## src/common/saturn_settings.svh

```systemverilog
`ifndef SATURN_SETTINGS_SVH
`define SATURN_SETTINGS_SVH

////////////////////////////////////////////////////////////
// bus widths
////////////////////////////////////////////////////////////

// ddr port, half-word address
`define DDR_AW 27
// cpu side, byte address
`define CPU_AW 25
// ddr data path
`define DDR_DW 32
// one load stream beat
`define LOAD_DW 16

////////////////////////////////////////////////////////////
// region bases in ddr, half-word units
////////////////////////////////////////////////////////////

// rom, also the cart image target
`define ROM_BASE `DDR_AW'(0)
// work ram low
`define RAML_BASE `DDR_AW'(1 << 19)
// work ram high, 32-bit wide
`define RAMH_BASE `DDR_AW'(1 << 20)

////////////////////////////////////////////////////////////
// reset and timing values
////////////////////////////////////////////////////////////

// all six layers on
`define SCRN_EN_RESET 6'b11_1111
// pal change to new_vmode toggle, in clk_sys cycles
`define VMODE_DELAY 5000000

`endif

```

## src/common/mem_bus_pkg.sv

```systemverilog
`include "saturn_settings.svh"

package mem_bus_pkg;

	////////////////////////////////////////////////////////////
	// ddr side
	////////////////////////////////////////////////////////////

	// one request, valid for a single cycle
	typedef struct packed {
		logic [`DDR_AW-1:0] addr;
		logic [`DDR_DW-1:0] wdata;
		// write lanes, zero on reads
		logic [3:0]         we;
		logic               rd;
		// 16-bit access, lanes 1:0 only
		logic               b16;
	} ddr_req_t;

	////////////////////////////////////////////////////////////
	// requester side
	////////////////////////////////////////////////////////////

	// cpu main memory bus, selects active low
	typedef struct packed {
		logic [`CPU_AW-1:0] addr;
		logic [`DDR_DW-1:0] wdata;
		logic [3:0]         dqm_n;
		logic               rom_cs_n;
		logic               raml_cs_n;
		logic               ramh_cs_n;
		logic               rd_n;
	} cpu_bus_t;

	// load stream beat from the external loader
	typedef struct packed {
		logic                wr;
		logic [`CPU_AW-1:0]  addr;
		logic [`LOAD_DW-1:0] data;
	} load_t;

	// shared by both requesters
	typedef enum logic [1:0] {
		br_idle      = 2'd0,
		br_issue     = 2'd1,
		br_wait_done = 2'd2
	} bridge_state_e;

endpackage

```

## src/common/video_ui_pkg.sv

```systemverilog
package video_ui_pkg;

	// {v30, h40}
	typedef enum logic [1:0] {
		res_256x224 = 2'b00,
		res_320x224 = 2'b01,
		res_256x240 = 2'b10,
		res_320x240 = 2'b11
	} video_res_e;

	typedef struct packed {
		logic [7:0] arx;
		logic [7:0] ary;
	} aspect_t;

	// menu bits used here
	typedef struct packed {
		logic wide_169;
		logic corrected_320;
		logic pal;
	} ui_status_t;

	// toggle flips once per event
	typedef struct packed {
		logic       toggle;
		logic       pressed;
		logic [8:0] code;
	} ps2_event_t;

	// ps/2 set-2 codes, extended keys carry bit 8
	typedef enum logic [8:0] {
		key_f1    = 9'h005,
		key_f2    = 9'h006,
		key_f3    = 9'h004,
		key_f4    = 9'h00c,
		key_f5    = 9'h003,
		key_f6    = 9'h00b,
		key_pause = 9'h177
	} key_code_e;

endpackage

```

## src/mem_bridge/cart_loader.sv

```systemverilog
`include "saturn_settings.svh"

module cart_loader (
	input  logic                   clk_sys,
	input  logic                   rst_n,
	input  logic                   cart_download,
	input  mem_bus_pkg::load_t     load,
	input  logic                   ddr_busy,
	output mem_bus_pkg::ddr_req_t  req,
	output logic                   ioctl_wait
);

	mem_bus_pkg::bridge_state_e state;
	logic                       busy_q;
	logic                       beat;
	logic                       busy_fall;
	logic [`CPU_AW-1:0]         addr_q;
	logic [`LOAD_DW-1:0]        data_q;

	// only take a beat when nothing is in flight
	assign beat      = cart_download & load.wr & (state == mem_bus_pkg::br_idle);
	// busy falling edge ends the write
	assign busy_fall = busy_q & ~ddr_busy;

	always_ff @(posedge clk_sys or negedge rst_n) begin
		if (!rst_n) begin
			state  <= mem_bus_pkg::br_idle;
			busy_q <= 1'b0;
		end else begin
			busy_q <= ddr_busy;
			case (state)
				mem_bus_pkg::br_idle: begin
					if (beat)
						state <= mem_bus_pkg::br_issue;
				end
				// hold off while memory still busy
				mem_bus_pkg::br_issue: begin
					if (!ddr_busy)
						state <= mem_bus_pkg::br_wait_done;
				end
				mem_bus_pkg::br_wait_done: begin
					if (busy_fall)
						state <= mem_bus_pkg::br_idle;
				end
				default: state <= mem_bus_pkg::br_idle;
			endcase
		end
	end

	// beat payload
	always_ff @(posedge clk_sys) begin
		if (beat) begin
			addr_q <= load.addr;
			data_q <= load.data;
		end
	end

	////////////////////////////////////////////////////////////
	// request build
	////////////////////////////////////////////////////////////
	always_comb begin
		// byte address halved onto half-words
		req.addr  = `ROM_BASE + `DDR_AW'(addr_q[`CPU_AW-1:1]);
		// image is stored byte-swapped
		req.wdata = {{(`DDR_DW - `LOAD_DW){1'b0}}, data_q[7:0], data_q[15:8]};
		req.we    = (state == mem_bus_pkg::br_issue && !ddr_busy) ? 4'b0011 : 4'b0000;
		req.rd    = 1'b0;
		req.b16   = 1'b1;
	end

	// high from the cycle after the beat until busy has dropped
	assign ioctl_wait = (state != mem_bus_pkg::br_idle);

endmodule

```

## src/mem_bridge/cpu_mem_map.sv

```systemverilog
`include "saturn_settings.svh"

module cpu_mem_map (
	input  logic                   clk_sys,
	input  logic                   rst_n,
	input  mem_bus_pkg::cpu_bus_t  bus,
	input  logic                   grant,
	input  logic                   ddr_busy,
	output mem_bus_pkg::ddr_req_t  req,
	output logic                   mem_wait_n
);

	mem_bus_pkg::bridge_state_e state;
	mem_bus_pkg::ddr_req_t      next_req;
	mem_bus_pkg::ddr_req_t      req_q;
	logic                       busy_q;
	logic                       done_q;
	logic                       cs;
	logic                       access;
	logic                       start;
	logic                       fire;

	assign cs     = ~bus.rom_cs_n | ~bus.raml_cs_n | ~bus.ramh_cs_n;
	// read, or a write with at least one lane
	assign access = cs & (~bus.rd_n | (~bus.dqm_n != 4'b0000));
	// done_q masks the select still held on the release cycle
	assign start  = grant & access & ~done_q & (state == mem_bus_pkg::br_idle);
	assign fire   = (state == mem_bus_pkg::br_issue) & ~ddr_busy;

	////////////////////////////////////////////////////////////
	// region decode
	////////////////////////////////////////////////////////////
	always_comb begin
		next_req.wdata = bus.wdata;
		next_req.rd    = ~bus.rd_n;
		if (!bus.rom_cs_n) begin
			next_req.addr = `ROM_BASE + `DDR_AW'(bus.addr[18:1]);
			next_req.b16  = 1'b1;
		end else if (!bus.raml_cs_n) begin
			next_req.addr = `RAML_BASE + `DDR_AW'(bus.addr[19:1]);
			next_req.b16  = 1'b1;
		end else begin
			// 32-bit, even half-word pair
			next_req.addr = `RAMH_BASE + `DDR_AW'({bus.addr[19:2], 1'b0});
			next_req.b16  = 1'b0;
		end
		// no lanes on a read, low lanes only on 16-bit
		if (!bus.rd_n)
			next_req.we = 4'b0000;
		else if (next_req.b16)
			next_req.we = {2'b00, ~bus.dqm_n[1:0]};
		else
			next_req.we = ~bus.dqm_n;
	end

	always_ff @(posedge clk_sys or negedge rst_n) begin
		if (!rst_n) begin
			state  <= mem_bus_pkg::br_idle;
			busy_q <= 1'b0;
			done_q <= 1'b0;
		end else begin
			busy_q <= ddr_busy;
			done_q <= (state == mem_bus_pkg::br_wait_done) & busy_q & ~ddr_busy;
			case (state)
				mem_bus_pkg::br_idle: begin
					if (start)
						state <= mem_bus_pkg::br_issue;
				end
				mem_bus_pkg::br_issue: begin
					if (fire)
						state <= mem_bus_pkg::br_wait_done;
				end
				// completion on busy falling
				mem_bus_pkg::br_wait_done: begin
					if (busy_q && !ddr_busy)
						state <= mem_bus_pkg::br_idle;
				end
				default: state <= mem_bus_pkg::br_idle;
			endcase
		end
	end

	// access captured once, cpu keeps it steady anyway
	always_ff @(posedge clk_sys) begin
		if (start)
			req_q <= next_req;
	end

	// strobes for the single issue cycle only
	always_comb begin
		req    = req_q;
		req.rd = req_q.rd & fire;
		req.we = fire ? req_q.we : 4'b0000;
	end

	assign mem_wait_n = (state == mem_bus_pkg::br_idle);

endmodule

```

## src/mem_bridge/mem_bridge.sv

```systemverilog
`include "saturn_settings.svh"

module mem_bridge (
	input  logic                   clk_sys,
	input  logic                   rst_n,
	input  logic                   cart_download,
	input  logic                   core_reset,
	input  mem_bus_pkg::load_t     load,
	input  mem_bus_pkg::cpu_bus_t  bus,
	input  logic                   ddr_busy,
	input  logic [`DDR_DW-1:0]     ddr_rdata,
	output mem_bus_pkg::ddr_req_t  ddr_req,
	output logic                   ioctl_wait,
	output logic                   mem_wait_n,
	output logic [`DDR_DW-1:0]     mem_rdata,
	output logic                   core_rst_n
);

	mem_bus_pkg::ddr_req_t ld_req;
	mem_bus_pkg::ddr_req_t cpu_req;
	mem_bus_pkg::ddr_req_t sel_req;
	logic                  grant;
	logic                  busy_q;
	logic                  rd_q;
	logic [3:0]            we_q;
	logic [`DDR_AW-1:0]    addr_q;
	logic [`DDR_DW-1:0]    wdata_q;
	logic                  b16_q;
	logic [`DDR_DW-1:0]    rdata_q;

	// cpu locked out for the whole download
	assign grant = ~cart_download;

	cart_loader u_cart_loader (
		.clk_sys       (clk_sys),
		.rst_n         (rst_n),
		.cart_download (cart_download),
		.load          (load),
		.ddr_busy      (ddr_busy),
		.req           (ld_req),
		.ioctl_wait    (ioctl_wait)
	);

	cpu_mem_map u_cpu_mem_map (
		.clk_sys    (clk_sys),
		.rst_n      (rst_n),
		.bus        (bus),
		.grant      (grant),
		.ddr_busy   (ddr_busy),
		.req        (cpu_req),
		.mem_wait_n (mem_wait_n)
	);

	////////////////////////////////////////////////////////////
	// master select and port register
	////////////////////////////////////////////////////////////
	assign sel_req = cart_download ? ld_req : cpu_req;

	// strobes
	always_ff @(posedge clk_sys or negedge rst_n) begin
		if (!rst_n) begin
			rd_q   <= 1'b0;
			we_q   <= 4'b0000;
			busy_q <= 1'b0;
		end else begin
			rd_q   <= sel_req.rd;
			we_q   <= sel_req.we;
			busy_q <= ddr_busy;
		end
	end

	// address and data
	always_ff @(posedge clk_sys) begin
		addr_q  <= sel_req.addr;
		wdata_q <= sel_req.wdata;
		b16_q   <= sel_req.b16;
	end

	always_comb begin
		ddr_req.addr  = addr_q;
		ddr_req.wdata = wdata_q;
		ddr_req.we    = we_q;
		ddr_req.rd    = rd_q;
		ddr_req.b16   = b16_q;
	end

	// read data held from completion, seen with mem_wait_n high
	always_ff @(posedge clk_sys) begin
		if (busy_q && !ddr_busy)
			rdata_q <= ddr_rdata;
	end

	assign mem_rdata  = rdata_q;
	assign core_rst_n = ~(core_reset | cart_download);

endmodule

```

## src/rtl/aspect_select.sv

```systemverilog
module aspect_select (
	input  logic                      clk_sys,
	input  logic                      rst_n,
	input  logic                      vblank_n,
	input  video_ui_pkg::video_res_e  resolution,
	input  video_ui_pkg::ui_status_t  status,
	output video_ui_pkg::aspect_t     aspect
);

	video_ui_pkg::video_res_e res_q;
	logic                     vbl_q;

	// lock for the whole frame, at end of vblank
	always_ff @(posedge clk_sys or negedge rst_n) begin
		if (!rst_n) begin
			vbl_q <= 1'b1;
			res_q <= video_ui_pkg::res_320x224;
		end else begin
			vbl_q <= vblank_n;
			if (!vbl_q && vblank_n)
				res_q <= resolution;
		end
	end

	////////////////////////////////////////////////////////////
	// ratio table
	////////////////////////////////////////////////////////////
	always_comb begin
		if (status.wide_169) begin
			aspect.arx = 8'd16;
			aspect.ary = 8'd9;
		end else begin
			case (res_q)
				video_ui_pkg::res_256x224: begin
					aspect.arx = 8'd64;
					aspect.ary = 8'd49;
				end
				// h40 narrower pixels when corrected
				video_ui_pkg::res_320x224: begin
					aspect.arx = status.corrected_320 ? 8'd10 : 8'd64;
					aspect.ary = status.corrected_320 ? 8'd7 : 8'd49;
				end
				video_ui_pkg::res_256x240: begin
					aspect.arx = 8'd128;
					aspect.ary = 8'd105;
				end
				default: begin
					aspect.arx = status.corrected_320 ? 8'd4 : 8'd128;
					aspect.ary = status.corrected_320 ? 8'd3 : 8'd105;
				end
			endcase
		end
	end

endmodule

```

## src/rtl/debug_hotkeys.sv

```systemverilog
`include "saturn_settings.svh"

module debug_hotkeys (
	input  logic                      clk_sys,
	input  logic                      rst_n,
	input  video_ui_pkg::ps2_event_t  key,
	output logic [5:0]                scrn_en,
	output logic                      pause_en
);

	logic toggle_q;
	logic fresh;

	// new event only when toggle flips, and only presses count
	assign fresh = (key.toggle != toggle_q) & key.pressed;

	always_ff @(posedge clk_sys or negedge rst_n) begin
		if (!rst_n) begin
			toggle_q <= 1'b0;
			scrn_en  <= `SCRN_EN_RESET;
			pause_en <= 1'b0;
		end else begin
			toggle_q <= key.toggle;
			if (fresh) begin
				case (key.code)
					// f1..f6 map to layers 0..5
					video_ui_pkg::key_f1: begin
						scrn_en[0] <= ~scrn_en[0];
					end
					video_ui_pkg::key_f2: begin
						scrn_en[1] <= ~scrn_en[1];
					end
					video_ui_pkg::key_f3: begin
						scrn_en[2] <= ~scrn_en[2];
					end
					video_ui_pkg::key_f4: begin
						scrn_en[3] <= ~scrn_en[3];
					end
					video_ui_pkg::key_f5: begin
						scrn_en[4] <= ~scrn_en[4];
					end
					video_ui_pkg::key_f6: begin
						scrn_en[5] <= ~scrn_en[5];
					end
					video_ui_pkg::key_pause: begin
						pause_en <= ~pause_en;
					end
					// anything else ignored
					default: begin
						scrn_en <= scrn_en;
					end
				endcase
			end
		end
	end

endmodule

```

## src/rtl/vmode_notify.sv

```systemverilog
`include "saturn_settings.svh"

module vmode_notify #(
	parameter int delay = `VMODE_DELAY
) (
	input  logic clk_sys,
	input  logic rst_n,
	input  logic hold,
	input  logic pal,
	output logic new_vmode
);

	localparam int cnt_w = $clog2(delay + 1);

	logic [cnt_w-1:0] cnt;
	logic             pal_q;
	logic             pal_chg;

	assign pal_chg = (pal != pal_q) & ~hold;

	always_ff @(posedge clk_sys or negedge rst_n) begin
		if (!rst_n) begin
			cnt       <= '0;
			pal_q     <= 1'b0;
			new_vmode <= 1'b0;
		end else begin
			// pal tracked only outside hold
			if (!hold)
				pal_q <= pal;
			// restart on hold or a fresh change
			if (hold || pal_chg) begin
				cnt <= cnt_w'(delay);
			end else if (cnt != '0) begin
				cnt <= cnt - 1'b1;
				if (cnt == cnt_w'(1))
					new_vmode <= ~new_vmode;
			end
		end
	end

endmodule

```

## src/rtl/saturn_glue_top.sv

```systemverilog
`include "saturn_settings.svh"

module saturn_glue_top #(
	parameter int vmode_delay = `VMODE_DELAY
) (
	input  logic                      clk_sys,
	input  logic                      rst_n,
	// loader and cpu side
	input  logic                      cart_download,
	input  logic                      core_reset,
	input  mem_bus_pkg::load_t        load,
	input  mem_bus_pkg::cpu_bus_t     bus,
	output logic                      ioctl_wait,
	output logic                      mem_wait_n,
	output logic [`DDR_DW-1:0]        mem_rdata,
	output logic                      core_rst_n,
	// ddr port
	input  logic                      ddr_busy,
	input  logic [`DDR_DW-1:0]        ddr_rdata,
	output mem_bus_pkg::ddr_req_t     ddr_req,
	// video and ui
	input  logic                      vblank_n,
	input  video_ui_pkg::video_res_e  resolution,
	input  video_ui_pkg::ui_status_t  status,
	input  video_ui_pkg::ps2_event_t  key,
	output video_ui_pkg::aspect_t     aspect,
	output logic [5:0]                scrn_en,
	output logic                      pause_en,
	output logic                      new_vmode
);

	mem_bridge u_mem_bridge (
		.clk_sys       (clk_sys),
		.rst_n         (rst_n),
		.cart_download (cart_download),
		.core_reset    (core_reset),
		.load          (load),
		.bus           (bus),
		.ddr_busy      (ddr_busy),
		.ddr_rdata     (ddr_rdata),
		.ddr_req       (ddr_req),
		.ioctl_wait    (ioctl_wait),
		.mem_wait_n    (mem_wait_n),
		.mem_rdata     (mem_rdata),
		.core_rst_n    (core_rst_n)
	);

	aspect_select u_aspect_select (
		.clk_sys    (clk_sys),
		.rst_n      (rst_n),
		.vblank_n   (vblank_n),
		.resolution (resolution),
		.status     (status),
		.aspect     (aspect)
	);

	debug_hotkeys u_debug_hotkeys (
		.clk_sys  (clk_sys),
		.rst_n    (rst_n),
		.key      (key),
		.scrn_en  (scrn_en),
		.pause_en (pause_en)
	);

	// download holds off the notification
	vmode_notify #(
		.delay (vmode_delay)
	) u_vmode_notify (
		.clk_sys   (clk_sys),
		.rst_n     (rst_n),
		.hold      (cart_download),
		.pal       (status.pal),
		.new_vmode (new_vmode)
	);

endmodule

```

## config.mk

```make
export PLATFORM = sky130hd
export DESIGN_NAME = saturn_glue_top
export DESIGN_NICKNAME = d
export VERILOG_FILES = /design/src/common/mem_bus_pkg.sv /design/src/common/video_ui_pkg.sv /design/src/mem_bridge/cart_loader.sv /design/src/mem_bridge/cpu_mem_map.sv /design/src/mem_bridge/mem_bridge.sv /design/src/rtl/aspect_select.sv /design/src/rtl/debug_hotkeys.sv /design/src/rtl/vmode_notify.sv /design/src/rtl/saturn_glue_top.sv
export VERILOG_INCLUDE_DIRS = /design/src /design/src/common
export SDC_FILE = /design/constraint.sdc
export NUM_CORES = 1
export LEC_CHECK = 0
export BUFFER_PORTS_ARGS = -buffer_cell sky130_fd_sc_hd__buf_2
export CORE_MARGIN = 2
export CORE_UTILIZATION = 50
export CTS_CLUSTER_SIZE = 8
export DETAILED_ROUTE_END_ITERATION = 7
export GPL_ROUTABILITY_DRIVEN = 0
export GPL_TIMING_DRIVEN = 0
export HOLD_SLACK_MARGIN = 0.12
export PLACE_DENSITY_LB_ADDON = 0.08
export SYNTH_ARGS = -nofsm -noshare
export SYNTH_HDL_FRONTEND = slang
export SYNTH_SLANG_ARGS = --single-unit
```

## constraint.sdc

```tcl
create_clock -name clk_sys -period 6.5 [get_ports clk_sys]
set_clock_uncertainty 0.15 [all_clocks]
set_input_delay 0.975 -clock clk_sys [delete_from_list [all_inputs] [get_ports clk_sys]]
set_output_delay 0.975 -clock clk_sys [all_outputs]
set_load 0.02 [all_outputs]
```

# == Word-level counts from Yosys, hierarchy flattened ==
# Cells that the tools add are included.
# word_totals
register_bits,240
input_bits,161
out_inout_bits,124
word_cells,143
# classes
addsub,3
n_eq_ne,22
muxes,24
n_bitwise,36
n_reduce_logical,24
# ops
operator,n
62-bit two-way mux,1
16-bit one-hot mux with 3 select lines,1
23-bit two-way mux,2
9-bit by 3-bit == test with 1-bit output (second input constant),3
23-bit by 1-bit == test with 1-bit output (second input constant),1
23-bit nonzero test,1
23-bit by 1-bit subtractor with 23-bit output (second input constant),1
21-bit by 19-bit adder with 22-bit output (first input constant),1
22-bit two-way mux,1
20-bit by 19-bit adder with 21-bit output (first input constant),1
9-bit by 4-bit == test with 1-bit output (second input constant),2
18-bit two-way mux,1
1-bit inverter,17
16-bit two-way mux,1
2-bit two-way mux,8
7-bit two-way mux,2
2-bit AND reduction,7
1-bit AND,13
2-bit one-hot mux with 3 select lines,2
9-bit by 2-bit == test with 1-bit output (second input constant),1
9-bit == test (second input constant),1
3-bit AND reduction,3
8-bit two-way mux,1
2-bit inequality test (second input constant),4
other kinds (17),33

# == Depth between registers and ports, before layout ==
# Gate-level depths: netlist of run 1.
# logic_depth
depth_word,9
mapped_depth,8
ltp_nobuf,6

# == Cells and area by module ==
# From an unflattened synthesis of run 1, not the netlist that was laid out.
# unflattened
cells_unflattened,600
hier_area_um2,9330.2
# by_module_without_submodules
module,instances,cells_each,area_each_um2
mem_bridge,1,175,3234.4
cpu_mem_map,1,154,2506.2
cart_loader,1,78,1524.0
vmode_notify,1,135,1390.1
debug_hotkeys,1,33,424.2
aspect_select,1,25,251.5

# == Worst setup path before layout of run 1 ==
# OpenSTA, ideal clock, no wires.
# synth_path
path_type,in2reg
startpoint,input cart_download
endpoint,"register u_mem_bridge.u_cart_loader.addr_q[10], enable pin"
setup_ps,541
t_arrival_ps,5138
t_required_ps,5809
setup_slack_ps,671
stages,2
n_path_buf,1
cell_sequence,clkbuf_1 -> nor4bb_1
# synth_via
elab_chain_len,2
# synth_lines
item,line,rtl
from (decl),saturn_glue_top.sv:9,"input logic cart_download,"
1-bit AND (2 in series),cart_loader.sv:21,assign beat = cart_download & load.wr & (state == mem_bus_pkg::br_idle);
via u_mem_bridge.u_cart_loader.beat,cart_loader.sv:15,logic beat;
to (signal assigned),cart_loader.sv:53,addr_q <= load.addr;
to (decl),cart_loader.sv:17,logic [`CPU_AW-1:0] addr_q;
# The timed path passes the listed nets, and every way through them passes these cells.
# A chain may end at the register's enable or synchronous reset.

# == Final worst setup path of run 1 ==
# layout_path
startpoint,input cart_download
endpoint,output core_rst_n
# layout_via
elab_chain_len,2
# layout_lines
item,line,rtl
1-bit bitwise OR,mem_bridge.sv:94,assign core_rst_n = ~(core_reset | cart_download);
1-bit inverter,mem_bridge.sv:94,
to (decl),saturn_glue_top.sv:16,"output logic core_rst_n,"
# Every way passes these cells.

==> results of run 1 <==
## flip-flops by register name (all words and copies together) (netlist names), 5 cells and up
| name | cells |
|---|---|
| u_mem_bridge.wdata_q | 32 |
| u_mem_bridge.addr_q | 24 |
| u_debug_hotkeys.scrn_en | 6 |
| u_mem_bridge.u_cpu_mem_map.req_q | 5 |
| u_mem_bridge.mem_rdata | 32 |
| u_vmode_notify.cnt | 23 |
| u_mem_bridge.u_cart_loader.addr_q | 24 |
| u_mem_bridge.u_cart_loader.data_q | 16 |
| u_mem_bridge.u_cpu_mem_map.req | 54 |
## per-stage QoR
stage	utilization	instances	TNS [ps]	total power (W)	instance area, µm²
global placement	0.6171	1002	-120690	0.002403	9838
global route	0.6902	1069	0	0.004225	11000
CTS	0.6902	1069	0	0.004107	11000
finish	0.6902	1069	0	0.004057	11000
floorplan	-	516	0	0.002195	8217
detailed placement	0.6250	1007	0	0.002438	9965
## cells by family after synthesis
logic type / count (synthesis)
flops: 235
simple gates: 142
mux: 41
buf+inv: 33
compound gates: 32
xor+xnor: 24
fa+ha+maj: 2
other cells: 2
## worst max path at each step
stage	depth (start not counted)	endpoint	slack (ps)
final	5	core_rst_n	3260
after global routing	5	core_rst_n	3150
after CTS	5	core_rst_n	3190
after detailed placement	5	core_rst_n	3200
after global placement	4	u_mem_bridge.u_cart_loader.state[0]	-2030
after floorplan	2	u_mem_bridge.u_cart_loader.addr_q[10]	670
## Yosys cell counts (2+ instances only)
| library cell | number |
|---|---|
| sky130_fd_sc_hd__conb_1 | 2 |
| sky130_fd_sc_hd__inv_1 | 5 |
| sky130_fd_sc_hd__dfrtp_1 | 39 |
| sky130_fd_sc_hd__and2_1 | 12 |
| sky130_fd_sc_hd__nor2b_1 | 23 |
| sky130_fd_sc_hd__xnor2_1 | 11 |
| sky130_fd_sc_hd__nand3b_1 | 2 |
| sky130_fd_sc_hd__nor4_2 | 2 |
| sky130_fd_sc_hd__nand2_1 | 22 |
| sky130_fd_sc_hd__buf_2 | 2 |
| sky130_fd_sc_hd__dfxtp_1 | 57 |
| sky130_fd_sc_hd__xor2_1 | 13 |
| sky130_fd_sc_hd__nor3_1 | 12 |
| sky130_fd_sc_hd__or4_1 | 3 |
| sky130_fd_sc_hd__o211ai_1 | 4 |
| sky130_fd_sc_hd__dfstp_2 | 8 |
| sky130_fd_sc_hd__clkbuf_1 | 10 |
| sky130_fd_sc_hd__buf_1 | 2 |
| sky130_fd_sc_hd__or2_2 | 3 |
| sky130_fd_sc_hd__and3_1 | 2 |
| sky130_fd_sc_hd__nor2_1 | 29 |
| sky130_fd_sc_hd__a21oi_1 | 6 |
| sky130_fd_sc_hd__a21o_1 | 3 |
| sky130_fd_sc_hd__nor3b_2 | 2 |
| sky130_fd_sc_hd__ha_1 | 2 |
| sky130_fd_sc_hd__edfxtp_1 | 131 |
| sky130_fd_sc_hd__o21bai_1 | 2 |
| sky130_fd_sc_hd__nor4_1 | 3 |
| sky130_fd_sc_hd__nor4_4 | 2 |
| sky130_fd_sc_hd__o21ai_0 | 9 |
| sky130_fd_sc_hd__nand3_1 | 5 |
| sky130_fd_sc_hd__nand2b_1 | 5 |
| sky130_fd_sc_hd__nand4_1 | 3 |
| sky130_fd_sc_hd__mux2_2 | 41 |
| sky130_fd_sc_hd__or4_4 | 2 |
| sky130_fd_sc_hd__buf_4 | 14 |
| sky130_fd_sc_hd__a2111oi_2 | 2 |
## cell type report
type | count | area share
sequential | 235 | 0.5690
multi-input combinational | 248 | 0.1649
timing repair buffer | 275 | 0.1309
clock buffer | 60 | 0.09198
tap | 216 | 0.02456
buffer | 28 | 0.01455
clock inverter | 2 | 0.002501
inverter | 5 | 0.001706
## worst max-delay path, cell delays in order
cell	delay, ps
sky130_fd_sc_hd__buf_2	80
sky130_fd_sc_hd__clkbuf_1	410
sky130_fd_sc_hd__clkbuf_1	390
sky130_fd_sc_hd__nor2_1	80
sky130_fd_sc_hd__buf_2	170
## power breakdown
group          leakage (nW)  switching, W  internal [W]  total (W)
clock network         0.493      0.000597       0.00105    0.00165
logic                  1.87      0.000329      0.000209   0.000538
registers              2.27     0.0000651       0.00180    0.00187
## per-layer routing
metal | track usage | part of all wire | up-vias | routed length (µm)
met3 | 0.08689 | 0.097 | 43 | 1714
met5 | 0 | 0.00073 | - | 13
li1 | - | - | 2458 | -
met1 | 0.2132 | 0.36 | 2488 | 6314
met4 | 0.07729 | 0.029 | 2 | 509
met2 | 0.3712 | 0.52 | 238 | 9206
==> impl_results.html, run 1 <==
<table>
<tr><th>Metric</th><th>Value</th></tr>
<tr><th colspan="2">STA</th></tr>
<tr><td>Final count of hold timing violations</td><td>0</td></tr>
<tr><td>Crit share post-route</td><td>0.4979</td></tr>
<tr><td>Max Freq</td><td>roughly 310 MHz</td></tr>
<tr><td>Final setup violation count</td><td>0</td></tr>
<tr><td>Hold slack final</td><td>slightly below 300 ps</td></tr>
<tr><td>Worst-case setup margin in the final layout</td><td>about 3300 ps</td></tr>
<tr><td>Relative slew slack</td><td>0.3058</td></tr>
<tr><td>Worst Tran Pin Value</td><td>1041 ps</td></tr>
<tr><td>Max-slew violation count</td><td>0</td></tr>
<tr><td>Unrepaired setup endpoints after global routing</td><td>no</td></tr>
<tr><td>Final period demand of the worst path</td><td>approximately 3200 ps</td></tr>
<tr><th colspan="2">Synth</th></tr>
<tr><td>Async set-reset flop share out of synthesis</td><td>0.2000</td></tr>
<tr><td>XOR/XNOR Fraction of Synth Area</td><td>0.02564</td></tr>
<tr><td>Per-instance average area after synthesis</td><td>approximately 16 µm²</td></tr>
<tr><td>Number of flops mapped to enable cells by yosys</td><td>131</td></tr>
<tr><td>Simple logic cell fraction of the synthesized area</td><td>0.1016</td></tr>
<tr><td>Fraction of synthesized area in multiplexers</td><td>0.05632</td></tr>
<tr><td>Dominant combinational cell family by area after synthesis</td><td>simple AND/OR/NAND/NOR gates</td></tr>
<tr><td>Yosys warning total</td><td>0</td></tr>
<tr><td>Synth unique cells</td><td>53</td></tr>
<tr><td>Netlist area before placement</td><td>slightly above 8000 µm²</td></tr>
<tr><td>Synthesized instance count</td><td>511</td></tr>
<tr><td>Synth top area share</td><td>0.4799</td></tr>
<tr><td>Adder and majority cell fraction of the synthesized area</td><td>0.003053</td></tr>
<tr><td>Synth area leaders</td><td>sky130_fd_sc_hd__edfxtp_1 48%, sky130_fd_sc_hd__dfxtp_1 14%, sky130_fd_sc_hd__dfrtp_1 12%</td></tr>
<tr><td>Compound-gate portion of the synthesized area</td><td>0.02686</td></tr>
<tr><td>Sequential-to-total area share from yosys stat</td><td>0.7637</td></tr>
<tr><td>Largest area contributor in the netlist</td><td>sky130_fd_sc_hd__edfxtp_1</td></tr>
<tr><td>Number of synthesized register bits</td><td>235</td></tr>
<tr><td>Top_reg_cell synth</td><td>sky130_fd_sc_hd__edfxtp_1</td></tr>
<tr><th colspan="2">Critical path</th></tr>
<tr><td>Register-to-Register Setup Slack</td><td>4110 ps</td></tr>
<tr><td>Worst Setup SP</td><td>cart_download</td></tr>
<tr><td>Maximum fanout count along the critical path</td><td>10</td></tr>
<tr><td>Crit. End Element</td><td>output port</td></tr>
<tr><td>R2r endpoint</td><td>u_mem_bridge.u_cpu_mem_map.req[45]</td></tr>
<tr><td>Critical path required time</td><td>between 5000 and 6000 ps</td></tr>
<tr><td>Data arrival at the endpoint of the critical path</td><td>2110 ps</td></tr>
<tr><td>Crit Path Category</td><td>in -&gt; out</td></tr>
<tr><td>Source of the worst register-to-register timing path</td><td>u_mem_bridge.u_cpu_mem_map.state[1]</td></tr>
<tr><td>CP startpoint kind</td><td>input port</td></tr>
<tr><td>Number of cells traversed by the worst register-to-register path</td><td>4</td></tr>
<tr><th colspan="2">Clock tree</th></tr>
<tr><td>Clock tree from TritonCTS</td><td>done</td></tr>
<tr><td>TritonCTS sink count</td><td>235</td></tr>
<tr><td>Worst-Skew Late Latency</td><td>490 ps</td></tr>
<tr><td>H-Tree Depth</td><td>2</td></tr>
<tr><td>Post-cts gate resize count</td><td>0</td></tr>
<tr><td>CTS max path bufs</td><td>3</td></tr>
<tr><td>Clock edge transition at the registers on the reported setup and hold paths</td><td>about 50 ps</td></tr>
<tr><td>CTS buffer count</td><td>35</td></tr>
<tr><td>Setup bufs post-CTS</td><td>0</td></tr>
<tr><td># hold bufs at CTS</td><td>0</td></tr>
<tr><td>CTS root buf</td><td>sky130_fd_sc_hd__clkbuf_16</td></tr>
<tr><th colspan="2">Floorplan</th></tr>
<tr><td>Die width</td><td>approximately 130 µm</td></tr>
<tr><td>Starting density of the core</td><td>0.5142</td></tr>
<tr><td>FP Rows</td><td>46</td></tr>
<tr><td>Placeable core area</td><td>15940 µm²</td></tr>
<tr><td>Height of the die</td><td>between 100 and 150 µm</td></tr>
<tr><td>Boundary pin count</td><td>285</td></tr>
<tr><td>Total die area</td><td>about 17000 µm²</td></tr>
<tr><th colspan="2">Finish</th></tr>
<tr><td>Area of the multi-input gates</td><td>about 1800 µm²</td></tr>
<tr><td>Layout net count</td><td>~990</td></tr>
<tr><td>Most used cells in the layout excluding fill and tap cells</td><td>272 x sky130_fd_sc_hd__buf_2, 131 x sky130_fd_sc_hd__edfxtp_1, 57 x sky130_fd_sc_hd__dfxtp_1</td></tr>
<tr><td>Register Area</td><td>roughly 6300 µm²</td></tr>
<tr><td>Share of post-route cells with drive strength above 1</td><td>0.4654</td></tr>
<tr><td>Most frequent standard cell in the layout excluding fill and tap cells</td><td>sky130_fd_sc_hd__buf_2</td></tr>
<tr><td>Number of inserted filler cells in the final layout</td><td>around 1200</td></tr>
<tr><td>Ant diodes</td><td>0</td></tr>
<tr><td>Syn-to-layout area delta</td><td>34.23%</td></tr>
<tr><th colspan="2">Status</th></tr>
<tr><td>Result of the run</td><td>finished, final reports clean</td></tr>
<tr><th colspan="2">GRT</th></tr>
<tr><td>GRT Util Overall</td><td>0.2061</td></tr>
<tr><td>Wire length of the first global-routing pass</td><td>28160 µm</td></tr>
<tr><td>Gr ovfl total</td><td>0</td></tr>
<tr><td>Number of antenna violations at the first check in global routing</td><td>1</td></tr>
<tr><td>Via count of the first global-routing pass</td><td>between 5000 and 6000</td></tr>
<tr><td>Pin count of the biggest net entering global routing</td><td>48</td></tr>
<tr><th colspan="2">Detailed routing</th></tr>
<tr><td>First-pass detailed-route iteration total</td><td>4</td></tr>
<tr><td>Avg WL per Cell</td><td>approximately 17 µm</td></tr>
<tr><td>DRT antenna net count</td><td>0</td></tr>
<tr><td>Vias per std cell</td><td>just under 5</td></tr>
<tr><td>Iteration-0 DRC Markers</td><td>between 200 and 250</td></tr>
<tr><td>DR DRC count</td><td>0</td></tr>
<tr><td>Final Routed Wirelength</td><td>17760 µm</td></tr>
<tr><td>Total number of vias</td><td>5229</td></tr>
<tr><th colspan="2">Min path</th></tr>
<tr><td>Hold Crit Start</td><td>u_mem_bridge.u_cpu_mem_map.req[23]</td></tr>
<tr><td>Path class of the lowest-slack min-delay path</td><td>reg -&gt; reg</td></tr>
<tr><td>Hold depth</td><td>1</td></tr>
<tr><td>Worst min-delay path endpoint</td><td>u_mem_bridge.wdata_q[17]</td></tr>
<tr><th colspan="2">Placement</th></tr>
<tr><td>Number of port buffers</td><td>270</td></tr>
<tr><td>Setup slack at placement</td><td>3197 ps</td></tr>
<tr><td>HPWL after detailed placement</td><td>approximately 13000 µm</td></tr>
<tr><th colspan="2">Pwr</th></tr>
<tr><td>VDD IR-drop max</td><td>0.0002790 V</td></tr>
<tr><td>LEAKAGE</td><td>between 4 and 5 nW</td></tr>
<tr><td>Pwr dens</td><td>around 370 nW/µm²</td></tr>
<tr><th colspan="2">Job</th></tr>
<tr><td>Max capacitance violation total</td><td>0</td></tr>
</table>
No activity file was read; power rests on OpenSTA's default activity.
==> inputs of run 2 (changes only) <==
==> constraint.sdc (replaced) <==
create_clock -name clk_sys -period 3.05 [get_ports clk_sys]
set_clock_uncertainty 0.15 [all_clocks]
set_input_delay 0.4575 -clock clk_sys [delete_from_list [all_inputs] [get_ports clk_sys]]
set_output_delay 0.4575 -clock clk_sys [all_outputs]
set_load 0.02 [all_outputs]
==> run 2 against run 1 <==
  * Non-clock buffer count increased by 144
  * Sequential power increased by 110%
  * Clock power increased by 110%
  * Critical path depth increased by 4
  * Die area unchanged
  * First-iteration DRC count increased by 26%
  * Sequential share of layout area decreased by 6.6 points
  * Via count increased by 12%
  * Cell count increased by 14%
  * Worst setup slack got worse by 2800 ps
==> impl_results.html, run 2 (synthesis results as in run 1) <==
<table>
<tr><th>Metric</th><th>Value</th></tr>
<tr><th colspan="2">Clock tree</th></tr>
<tr><td>Clock tree from TritonCTS</td><td>done</td></tr>
<tr><td>Clock edge transition at the registers on the reported setup and hold paths</td><td>50 ps (about the same)</td></tr>
<tr><td>CTS root buf</td><td>sky130_fd_sc_hd__clkbuf_16</td></tr>
<tr><td>TritonCTS sink count</td><td>235 (unchanged)</td></tr>
<tr><td>Worst-Skew Late Latency</td><td>500 ps (about the same)</td></tr>
<tr><td>Post-cts gate resize count</td><td>0 (unchanged)</td></tr>
<tr><td>Setup bufs post-CTS</td><td>0 (unchanged)</td></tr>
<tr><td>CTS max path bufs</td><td>3 (unchanged)</td></tr>
<tr><td>H-Tree Depth</td><td>2 (unchanged)</td></tr>
<tr><td>CTS buffer count</td><td>35 (unchanged)</td></tr>
<tr><th colspan="2">Finish</th></tr>
<tr><td>Number of flip-flops under the largest register name</td><td>54 (unchanged)</td></tr>
<tr><td>Final Util</td><td>0.7813 (+0.09104)</td></tr>
<tr><td>Most used cells in the layout excluding fill and tap cells</td><td>272 x sky130_fd_sc_hd__buf_2, 143 x sky130_fd_sc_hd__dlygate4sd3_1, 131 x sky130_fd_sc_hd__edfxtp_1</td></tr>
<tr><td>Most frequent standard cell in the layout excluding fill and tap cells</td><td>sky130_fd_sc_hd__buf_2</td></tr>
<tr><td>Syn-to-layout area delta</td><td>51.94%</td></tr>
<tr><td>Share of post-route cells with drive strength above 1</td><td>0.3988 (-0.06662)</td></tr>
<tr><td>Number of inserted filler cells in the final layout</td><td>952 (-18%)</td></tr>
<tr><td>Layout net count</td><td>1135 (+15%)</td></tr>
<tr><td>Fin area</td><td>12460 µm² (+13%)</td></tr>
<tr><th colspan="2">Floorplan</th></tr>
<tr><td>Height of the die</td><td>132.0 µm (unchanged)</td></tr>
<tr><td>Die width</td><td>132.0 µm (unchanged)</td></tr>
<tr><td>Boundary pin count</td><td>285 (unchanged)</td></tr>
<tr><td>Total die area</td><td>17440 µm² (unchanged)</td></tr>
<tr><td>Starting density of the core</td><td>0.5142 (unchanged)</td></tr>
<tr><td>FP Rows</td><td>46 (unchanged)</td></tr>
<tr><td>Placeable core area</td><td>15940 µm² (unchanged)</td></tr>
<tr><th colspan="2">Pwr</th></tr>
<tr><td>Comb power frac</td><td>0.151 (+0.018)</td></tr>
<tr><td>Cell internal pwr</td><td>0.006603 W (+120%)</td></tr>
<tr><td>VDD IR-drop max</td><td>0.0006663 V (+140%)</td></tr>
<tr><td>Power spent charging and discharging nets</td><td>0.002269 W (+130%)</td></tr>
<tr><td>LEAKAGE</td><td>5.234 nW (+13%)</td></tr>
<tr><td>Fraction of power consumed by the clock network</td><td>0.399 (-0.008)</td></tr>
<tr><td>Sequential power share</td><td>0.450 (-0.010)</td></tr>
<tr><td>Pwr dens</td><td>712.3 nW/µm² (+93%)</td></tr>
<tr><td>Sw Share</td><td>0.2558 (+0.01147)</td></tr>
<tr><td>Total power consumption of the routed design</td><td>0.008872 W (+120%)</td></tr>
<tr><th colspan="2">Detailed routing</th></tr>
<tr><td>Vias per std cell</td><td>4.834 (-1.2%)</td></tr>
<tr><td>First-pass detailed-route iteration total</td><td>4 (unchanged)</td></tr>
<tr><td>Iteration-0 DRC Markers</td><td>274 (+26%)</td></tr>
<tr><td>Avg WL per Cell</td><td>17.52 µm (+5.4%)</td></tr>
<tr><td>DR DRC count</td><td>0 (unchanged)</td></tr>
<tr><td>Total number of vias</td><td>5873 (+12%)</td></tr>
<tr><td>Final Routed Wirelength</td><td>21280 µm (+20%)</td></tr>
<tr><td>DRT antenna net count</td><td>0 (unchanged)</td></tr>
<tr><th colspan="2">GRT</th></tr>
<tr><td>Number of antenna violations at the first check in global routing</td><td>1 (unchanged)</td></tr>
<tr><td>GRT Util Overall</td><td>0.2472 (+0.04114)</td></tr>
<tr><td>Pin count of the biggest net entering global routing</td><td>48 (unchanged)</td></tr>
<tr><td>Gr ovfl total</td><td>0 (unchanged)</td></tr>
<tr><td>Wire length of the first global-routing pass</td><td>33880 µm (+20%)</td></tr>
<tr><td>Via count of the first global-routing pass</td><td>6520 (+17%)</td></tr>
<tr><th colspan="2">Critical path</th></tr>
<tr><td>Crit Path Category</td><td>in -&gt; reg</td></tr>
<tr><td>Cell type group with the largest total delay on the critical path</td><td>buffers and inverters</td></tr>
<tr><td>Total buffers and inverters traversed by the critical path</td><td>5 (+1)</td></tr>
<tr><td>Max incr delay on CP</td><td>550 ps (+140 ps)</td></tr>
<tr><td>Maximum fanout count along the critical path</td><td>18 (+8)</td></tr>
<tr><td>Most frequent CP cell</td><td>sky130_fd_sc_hd__buf_16</td></tr>
<tr><td>Cell type of the slowest stage on the worst timing path</td><td>sky130_fd_sc_hd__dlygate4sd3_1</td></tr>
<tr><td>CP startpoint kind</td><td>input port</td></tr>
<tr><td>Ordered cell list for the critical path</td><td>dlygate4sd3_1, buf_2, and2_1, nand2_1, nand3_1, a31oi_4, buf_16, buf_16, buf_16</td></tr>
<tr><td>Crit. End Element</td><td>flop</td></tr>
<tr><td>Data arrival at the endpoint of the critical path</td><td>2630 ps (+520 ps)</td></tr>
<tr><td>Critical path required time</td><td>3110 ps (-2260 ps)</td></tr>
<tr><th colspan="2">STA</th></tr>
<tr><td>Relative slew slack</td><td>0.3148 (+0.009056)</td></tr>
<tr><td>Unrepaired setup endpoints after global routing</td><td>no</td></tr>
<tr><td>Max Freq</td><td>388.2 MHz</td></tr>
<tr><td>Final setup violation count</td><td>0 (unchanged)</td></tr>
<tr><td>Worst Tran Pin Value</td><td>1028 ps (-13.58 ps)</td></tr>
<tr><td>Final count of hold timing violations</td><td>0 (unchanged)</td></tr>
<tr><td>Crit share post-route</td><td>0.8445</td></tr>
<tr><td>Final period demand of the worst path</td><td>~2600 ps</td></tr>
<tr><td>Max-slew violation count</td><td>0 (unchanged)</td></tr>
<tr><th colspan="2">Min path</th></tr>
<tr><td>Path class of the lowest-slack min-delay path</td><td>in -&gt; reg</td></tr>
<tr><th colspan="2">Placement</th></tr>
<tr><td>Post-Place Cell Area</td><td>9996 µm² (+0.31%)</td></tr>
<tr><td>Number of port buffers</td><td>270 (unchanged)</td></tr>
<tr><td>HPWL after detailed placement</td><td>12590 µm (-1.7%)</td></tr>
<tr><th colspan="2">Job</th></tr>
<tr><td>Max capacitance violation total</td><td>0 (unchanged)</td></tr>
<tr><th colspan="2">Status</th></tr>
<tr><td>Result of the run</td><td>finished, final reports clean</td></tr>
</table>
run 2: changes by cell type in the layout (fill, tap and decap cells not counted), sizes merged:
cell | before | now
buf | 293 | 294
clkbuf | 70 | 69
clkinv | 0 | 2
diode | 0 | 1
dlygate4sd3 | 0 | 143
run 2: worst paths after layout:
check | from | to | slack, ps | depth (start not counted)
setup / recovery | bus[2] | u_mem_bridge.u_cpu_mem_map.req[37] | 470 | 9
setup reg to reg | u_vmode_notify.cnt[0] | u_vmode_notify.cnt[7] | 750 | 8
min in group asynchronous | rst_n | u_vmode_notify.cnt[5] | 510 | 2
hold reg to reg | u_mem_bridge.u_cpu_mem_map.req[0] | u_mem_bridge.b16_q | 280 | 1
hold / removal | bus[5] | u_mem_bridge.u_cpu_mem_map.req_q[3] | 140 | 2
max in group asynchronous | rst_n | u_mem_bridge.busy_q | 1590 | 2
run 2: power groups by stage:
stage	clock network, W	logic, W	registers (W)
floorplan	0	0.000477	0.00419
global placement	0	0.00105	0.00403
detailed placement	0	0.00118	0.00403
CTS	0.00358	0.00133	0.00398
global route	0.00374	0.00144	0.00403
finish	0.00354	0.00134	0.00399
run 2: worst reg2reg max path: cells and delay by family (launching register included):
kind | cells | cell delay [ps]
buffers and inverters | 3 | 640
flip-flops | 1 | 420
AND/OR/NAND/NOR | 2 | 280
AO/OA/AOI/OAI | 2 | 470
adder cells (fa/ha/maj) | 1 | 210
run 2: final cells by class:
type / count / area [µm²] / area share
Antenna cell: 1 / 2.502 / 0.0002009
Clock inverter: 4 / 60.06 / 0.004822
Inverter: 5 / 18.77 / 0.001507
Buffer: 28 / 160.2 / 0.01286
Sequential cell: 235 / 6261 / 0.5027
Timing Repair Buffer: 419 / 2903 / 0.2330
Multi-Input combinational cell: 248 / 1814 / 0.1457
Clock buffer: 59 / 965.9 / 0.07755
Tap cell: 216 / 270.3 / 0.02170
run 2: timing repair:
action | in CTS | in global routing
endpoints found under the hold margin | 179 | 0
endpoints found under the setup margin | 0 | 0
hold buffers | 143 | 0
run 2: metrics by stage:
| step | hold slack [ps] | cells | setup TNS [ps] | setup WS, ps |
|---|---|---|---|---|
| final | 141.3 | 1215 | 0 | 474.3 |
| after global routing | 140.9 | 1215 | 0 | 354.6 |
| after CTS | 120.6 | 1214 | 0 | 508.3 |
| after detailed placement | 275.5 | 1008 | 0 | 299.8 |
| after global placement | 262.2 | 1002 | -56820 | -831.3 |
| after floorplan | 11.91 | 516 | 0 | 334.8 |
run 2: routing by layer:
metal | up-vias | share of wire | global-route usage
met2 | 242 | 0.52 | 0.4485
met3 | 58 | 0.076 | 0.07113
li1 | 2750 | - | -
met1 | 2823 | 0.37 | 0.2697
met5 | - | 0 | 0
met4 | 0 | 0.033 | 0.1057
==> inputs of run 3 (changes only) <==
==> constraint.sdc (replaced) <==
create_clock -name clk_sys -period 2.39 [get_ports clk_sys]
set_clock_uncertainty 0.15 [all_clocks]
set_input_delay 0.3585 -clock clk_sys [delete_from_list [all_inputs] [get_ports clk_sys]]
set_output_delay 0.3585 -clock clk_sys [all_outputs]
set_load 0.02 [all_outputs]
==> run 3 against run 2 <==
  * Power is 28% higher
  * Critical path type unchanged
  * Sequential power is 28% higher
  * Cell count is 1.7% higher
  * Via count is 1.5% higher
  * Global-route usage is 0.64 points lower
  * Register-to-register slack worse by 510 ps
  * First-iteration DRC count is 22% lower
  * Sequential share of layout area is 0.72 points lower
==> impl_results.html, run 3 (synthesis results as in run 1) <==
<table>
<tr><th>Metric</th><th>Value</th></tr>
<tr><th colspan="2">Finish</th></tr>
<tr><td>Number of flip-flops under the largest register name</td><td>54 (unchanged)</td></tr>
<tr><td>Layout net count</td><td>1152 (+1.5%)</td></tr>
<tr><td>Most used cells in the layout excluding fill and tap cells</td><td>272 x sky130_fd_sc_hd__buf_2, 155 x sky130_fd_sc_hd__dlygate4sd3_1, 131 x sky130_fd_sc_hd__edfxtp_1</td></tr>
<tr><td>Syn-to-layout area delta</td><td>54.14%</td></tr>
<tr><td>Register Area</td><td>6261 µm² (unchanged)</td></tr>
<tr><td>Post-route insts no fill</td><td>1236 (+1.7%)</td></tr>
<tr><td>Share of post-route cells with drive strength above 1</td><td>0.4016 (+0.002777)</td></tr>
<tr><td>Area of the multi-input gates</td><td>1833 µm² (+1.0%)</td></tr>
<tr><td>Number of inserted filler cells in the final layout</td><td>910 (-4.4%)</td></tr>
<tr><td>Most frequent standard cell in the layout excluding fill and tap cells</td><td>sky130_fd_sc_hd__buf_2</td></tr>
<tr><th colspan="2">Critical path</th></tr>
<tr><td>Crit. End Element</td><td>flop</td></tr>
<tr><td>Crit Path Category</td><td>in -&gt; reg</td></tr>
<tr><td>R2r endpoint</td><td>u_vmode_notify.cnt[9]</td></tr>
<tr><td>Data arrival at the endpoint of the critical path</td><td>2610 ps (-20 ps)</td></tr>
<tr><td>Ordered cell list for the critical path</td><td>dlygate4sd3_1, buf_2, or4_4, nor3_2, dlygate4sd3_1, nand2_1, xnor2_1</td></tr>
<tr><td>Maximum fanout count along the critical path</td><td>3 (-15)</td></tr>
<tr><td>Number of cells traversed by the worst register-to-register path</td><td>8 (unchanged)</td></tr>
<tr><td>Cell type group with the largest total delay on the critical path</td><td>buffers and inverters</td></tr>
<tr><td>Total buffers and inverters traversed by the critical path</td><td>3 (-2)</td></tr>
<tr><td>Cell type of the slowest stage on the worst timing path</td><td>sky130_fd_sc_hd__dlygate4sd3_1</td></tr>
<tr><td>CP startpoint kind</td><td>input port</td></tr>
<tr><td>Most frequent CP cell</td><td>sky130_fd_sc_hd__dlygate4sd3_1</td></tr>
<tr><td>Critical path required time</td><td>2650 ps (-460 ps)</td></tr>
<tr><td>Max incr delay on CP</td><td>600 ps (+50 ps)</td></tr>
<tr><td>Source of the worst register-to-register timing path</td><td>u_vmode_notify.cnt[0]</td></tr>
<tr><td>Register-to-Register Setup Slack</td><td>240 ps (-510 ps)</td></tr>
<tr><th colspan="2">Placement</th></tr>
<tr><td>HPWL after detailed placement</td><td>12450 µm (-1.1%)</td></tr>
<tr><td>Setup slack at placement</td><td>42.82 ps (-257.0 ps)</td></tr>
<tr><td>Number of placed instances, taps included</td><td>1008 (unchanged)</td></tr>
<tr><td>Number of port buffers</td><td>270 (unchanged)</td></tr>
<tr><th colspan="2">Detailed routing</th></tr>
<tr><td>DR DRC count</td><td>0 (unchanged)</td></tr>
<tr><td>Final Routed Wirelength</td><td>21290 µm (about the same)</td></tr>
<tr><td>Avg WL per Cell</td><td>17.22 µm (-1.7%)</td></tr>
<tr><td>First-pass detailed-route iteration total</td><td>4 (unchanged)</td></tr>
<tr><td>Vias per std cell</td><td>4.824 (-0.19%)</td></tr>
<tr><td>Iteration-0 DRC Markers</td><td>214 (-22%)</td></tr>
<tr><td>DRT antenna net count</td><td>0 (unchanged)</td></tr>
<tr><td>Total number of vias</td><td>5963 (+1.5%)</td></tr>
<tr><th colspan="2">STA</th></tr>
<tr><td>Max-slew violation count</td><td>0 (unchanged)</td></tr>
<tr><td>Worst Tran Pin Value</td><td>1057 ps (+29.67 ps)</td></tr>
<tr><td>Final period demand of the worst path</td><td>between 2000 and 2500 ps</td></tr>
<tr><td>Final-layout setup total negative slack</td><td>0 ps (unchanged)</td></tr>
<tr><td>Relative slew slack</td><td>0.2951 (-0.01978)</td></tr>
<tr><td>Crit share post-route</td><td>0.9827</td></tr>
<tr><td>Max Freq</td><td>between 400 and 500 MHz</td></tr>
<tr><td>Final count of hold timing violations</td><td>0 (unchanged)</td></tr>
<tr><td>Final setup violation count</td><td>0 (unchanged)</td></tr>
<tr><td>Worst-case setup margin in the final layout</td><td>41.24 ps (-433.1 ps)</td></tr>
<tr><th colspan="2">Clock tree</th></tr>
<tr><td>Worst-Skew Late Latency</td><td>490 ps (about the same)</td></tr>
<tr><td>CTS root buf</td><td>sky130_fd_sc_hd__clkbuf_16</td></tr>
<tr><td>TritonCTS sink count</td><td>235 (unchanged)</td></tr>
<tr><td>H-Tree Depth</td><td>2 (unchanged)</td></tr>
<tr><td>CTS max path bufs</td><td>3 (unchanged)</td></tr>
<tr><td>Clock tree from TritonCTS</td><td>done</td></tr>
<tr><td>CTS buffer count</td><td>35 (unchanged)</td></tr>
<tr><td>Clock edge transition at the registers on the reported setup and hold paths</td><td>50 ps (about the same)</td></tr>
<tr><th colspan="2">GRT</th></tr>
<tr><td>Number of antenna violations at the first check in global routing</td><td>3 (+2)</td></tr>
<tr><td>Gr ovfl total</td><td>0 (unchanged)</td></tr>
<tr><td>Pin count of the biggest net entering global routing</td><td>48 (unchanged)</td></tr>
<tr><td>Via count of the first global-routing pass</td><td>6455 (-1.0%)</td></tr>
<tr><td>GRT Util Overall</td><td>0.2408 (-0.006405)</td></tr>
<tr><td>Wire length of the first global-routing pass</td><td>32980 µm (-2.6%)</td></tr>
<tr><th colspan="2">Job</th></tr>
<tr><td>Max capacitance violation total</td><td>0 (unchanged)</td></tr>
<tr><th colspan="2">Floorplan</th></tr>
<tr><td>Height of the die</td><td>132.0 µm (unchanged)</td></tr>
<tr><td>Die width</td><td>132.0 µm (unchanged)</td></tr>
<tr><td>Starting density of the core</td><td>0.5142 (unchanged)</td></tr>
<tr><td>FP Rows</td><td>46 (unchanged)</td></tr>
<tr><td>Placeable core area</td><td>15940 µm² (unchanged)</td></tr>
<tr><td>Boundary pin count</td><td>285 (unchanged)</td></tr>
<tr><td>Total die area</td><td>17440 µm² (unchanged)</td></tr>
<tr><th colspan="2">Pwr</th></tr>
<tr><td>Pwr dens</td><td>896.6 nW/µm² (+26%)</td></tr>
<tr><td>VDD IR-drop max</td><td>0.0007101 V (+6.6%)</td></tr>
<tr><td>Total power consumption of the routed design</td><td>0.01133 W (+28%)</td></tr>
<tr><td>LEAKAGE</td><td>5.335 nW (+1.9%)</td></tr>
<tr><th colspan="2">Min path</th></tr>
<tr><td>Path class of the lowest-slack min-delay path</td><td>in -&gt; reg</td></tr>
<tr><td>Hold Crit Start</td><td>load[41]</td></tr>
<tr><td>Hold depth</td><td>3 (+1)</td></tr>
<tr><td>Worst min-delay path endpoint</td><td>u_mem_bridge.u_cart_loader.state[0]</td></tr>
<tr><th colspan="2">Status</th></tr>
<tr><td>Result of the run</td><td>finished, final reports clean</td></tr>
</table>
[run 3: changes by cell type in the layout (fill, tap and decap cells not counted), sizes merged]
cell | before | now
buf | 294 | 299
diode | 1 | 4
clkbuf | 69 | 71
clkinv | 2 | 1
dlygate4sd3 | 143 | 155
[run 3: how the worst max path moves through the flow]
| stage | start | end | depth (start not counted) |
|---|---|---|---|
| 2_1_floorplan | cart_download | u_mem_bridge.u_cart_loader.addr_q[10] | 2 |
| 3_3_place_gp | cart_download | u_mem_bridge.u_cart_loader.data_q[15] | 3 |
| 3_5_place_dp | bus[3] | u_mem_bridge.u_cpu_mem_map.req[13] | 7 |
| 4_1_cts | bus[2] | u_mem_bridge.u_cpu_mem_map.req[53] | 8 |
| 5_1_grt | key[5] | u_debug_hotkeys.scrn_en[4] | 7 |
| 6_report | key[5] | u_debug_hotkeys.scrn_en[5] | 7 |
[run 3: cell type report]
type | instances | area share
diodes | 4 | 0.0007922
plain buffers | 28 | 0.01446
clock buffers | 61 | 0.07872
clock inverters | 3 | 0.002575
inverters | 5 | 0.001485
multi-input cells | 248 | 0.1451
flip-flops and latches | 235 | 0.4955
well taps | 216 | 0.02139
repair buffers | 436 | 0.2400
[run 3: report_power, final]
group,switching [W],internal (W)
Sequential,0.000204,0.00490
Combinational,0.000947,0.000775
Clock,0.00169,0.00281
[run 3: through the flow]
step / area, µm² / util / hold slack [ps]
6_report: 12640 / 0.7926 / 151.6
5_1_grt: 12630 / 0.7924 / 155.1
4_1_cts: 12580 / 0.7888 / 142.8
3_5_place_dp: 9997 / 0.6271 / 283.0
3_3_place_gp: 9899 / 0.6209 / 261.1
2_1_floorplan: 8278 / - / -87.09
[run 3: worst register-to-register path, stage by stage (launching register included)]
cell and delay [ps]:
sky130_fd_sc_hd__dfrtp_1 430, sky130_fd_sc_hd__inv_1 130, sky130_fd_sc_hd__ha_1 150, sky130_fd_sc_hd__buf_2 200
sky130_fd_sc_hd__nand4_1 150, sky130_fd_sc_hd__clkbuf_2 230, sky130_fd_sc_hd__o21ai_0 350, sky130_fd_sc_hd__o21ai_0 140
sky130_fd_sc_hd__o31a_1 120
[run 3: routing by layer]
metal	up-vias	global-route usage	wire [µm]
met5	-	0	0
met4	0	0.1099	793
met3	62	0.07266	1541
met2	265	0.4444	11410
met1	2840	0.2506	7535
li1	2796	-	-
[run 3: what timing repair did]
item	4_1_cts	5_1_grt
gates resized for setup	0	4
setup buffers	0	5
endpoints found under the hold margin	184	0
setup endpoints to repair	0	32
hold buffers	155	0
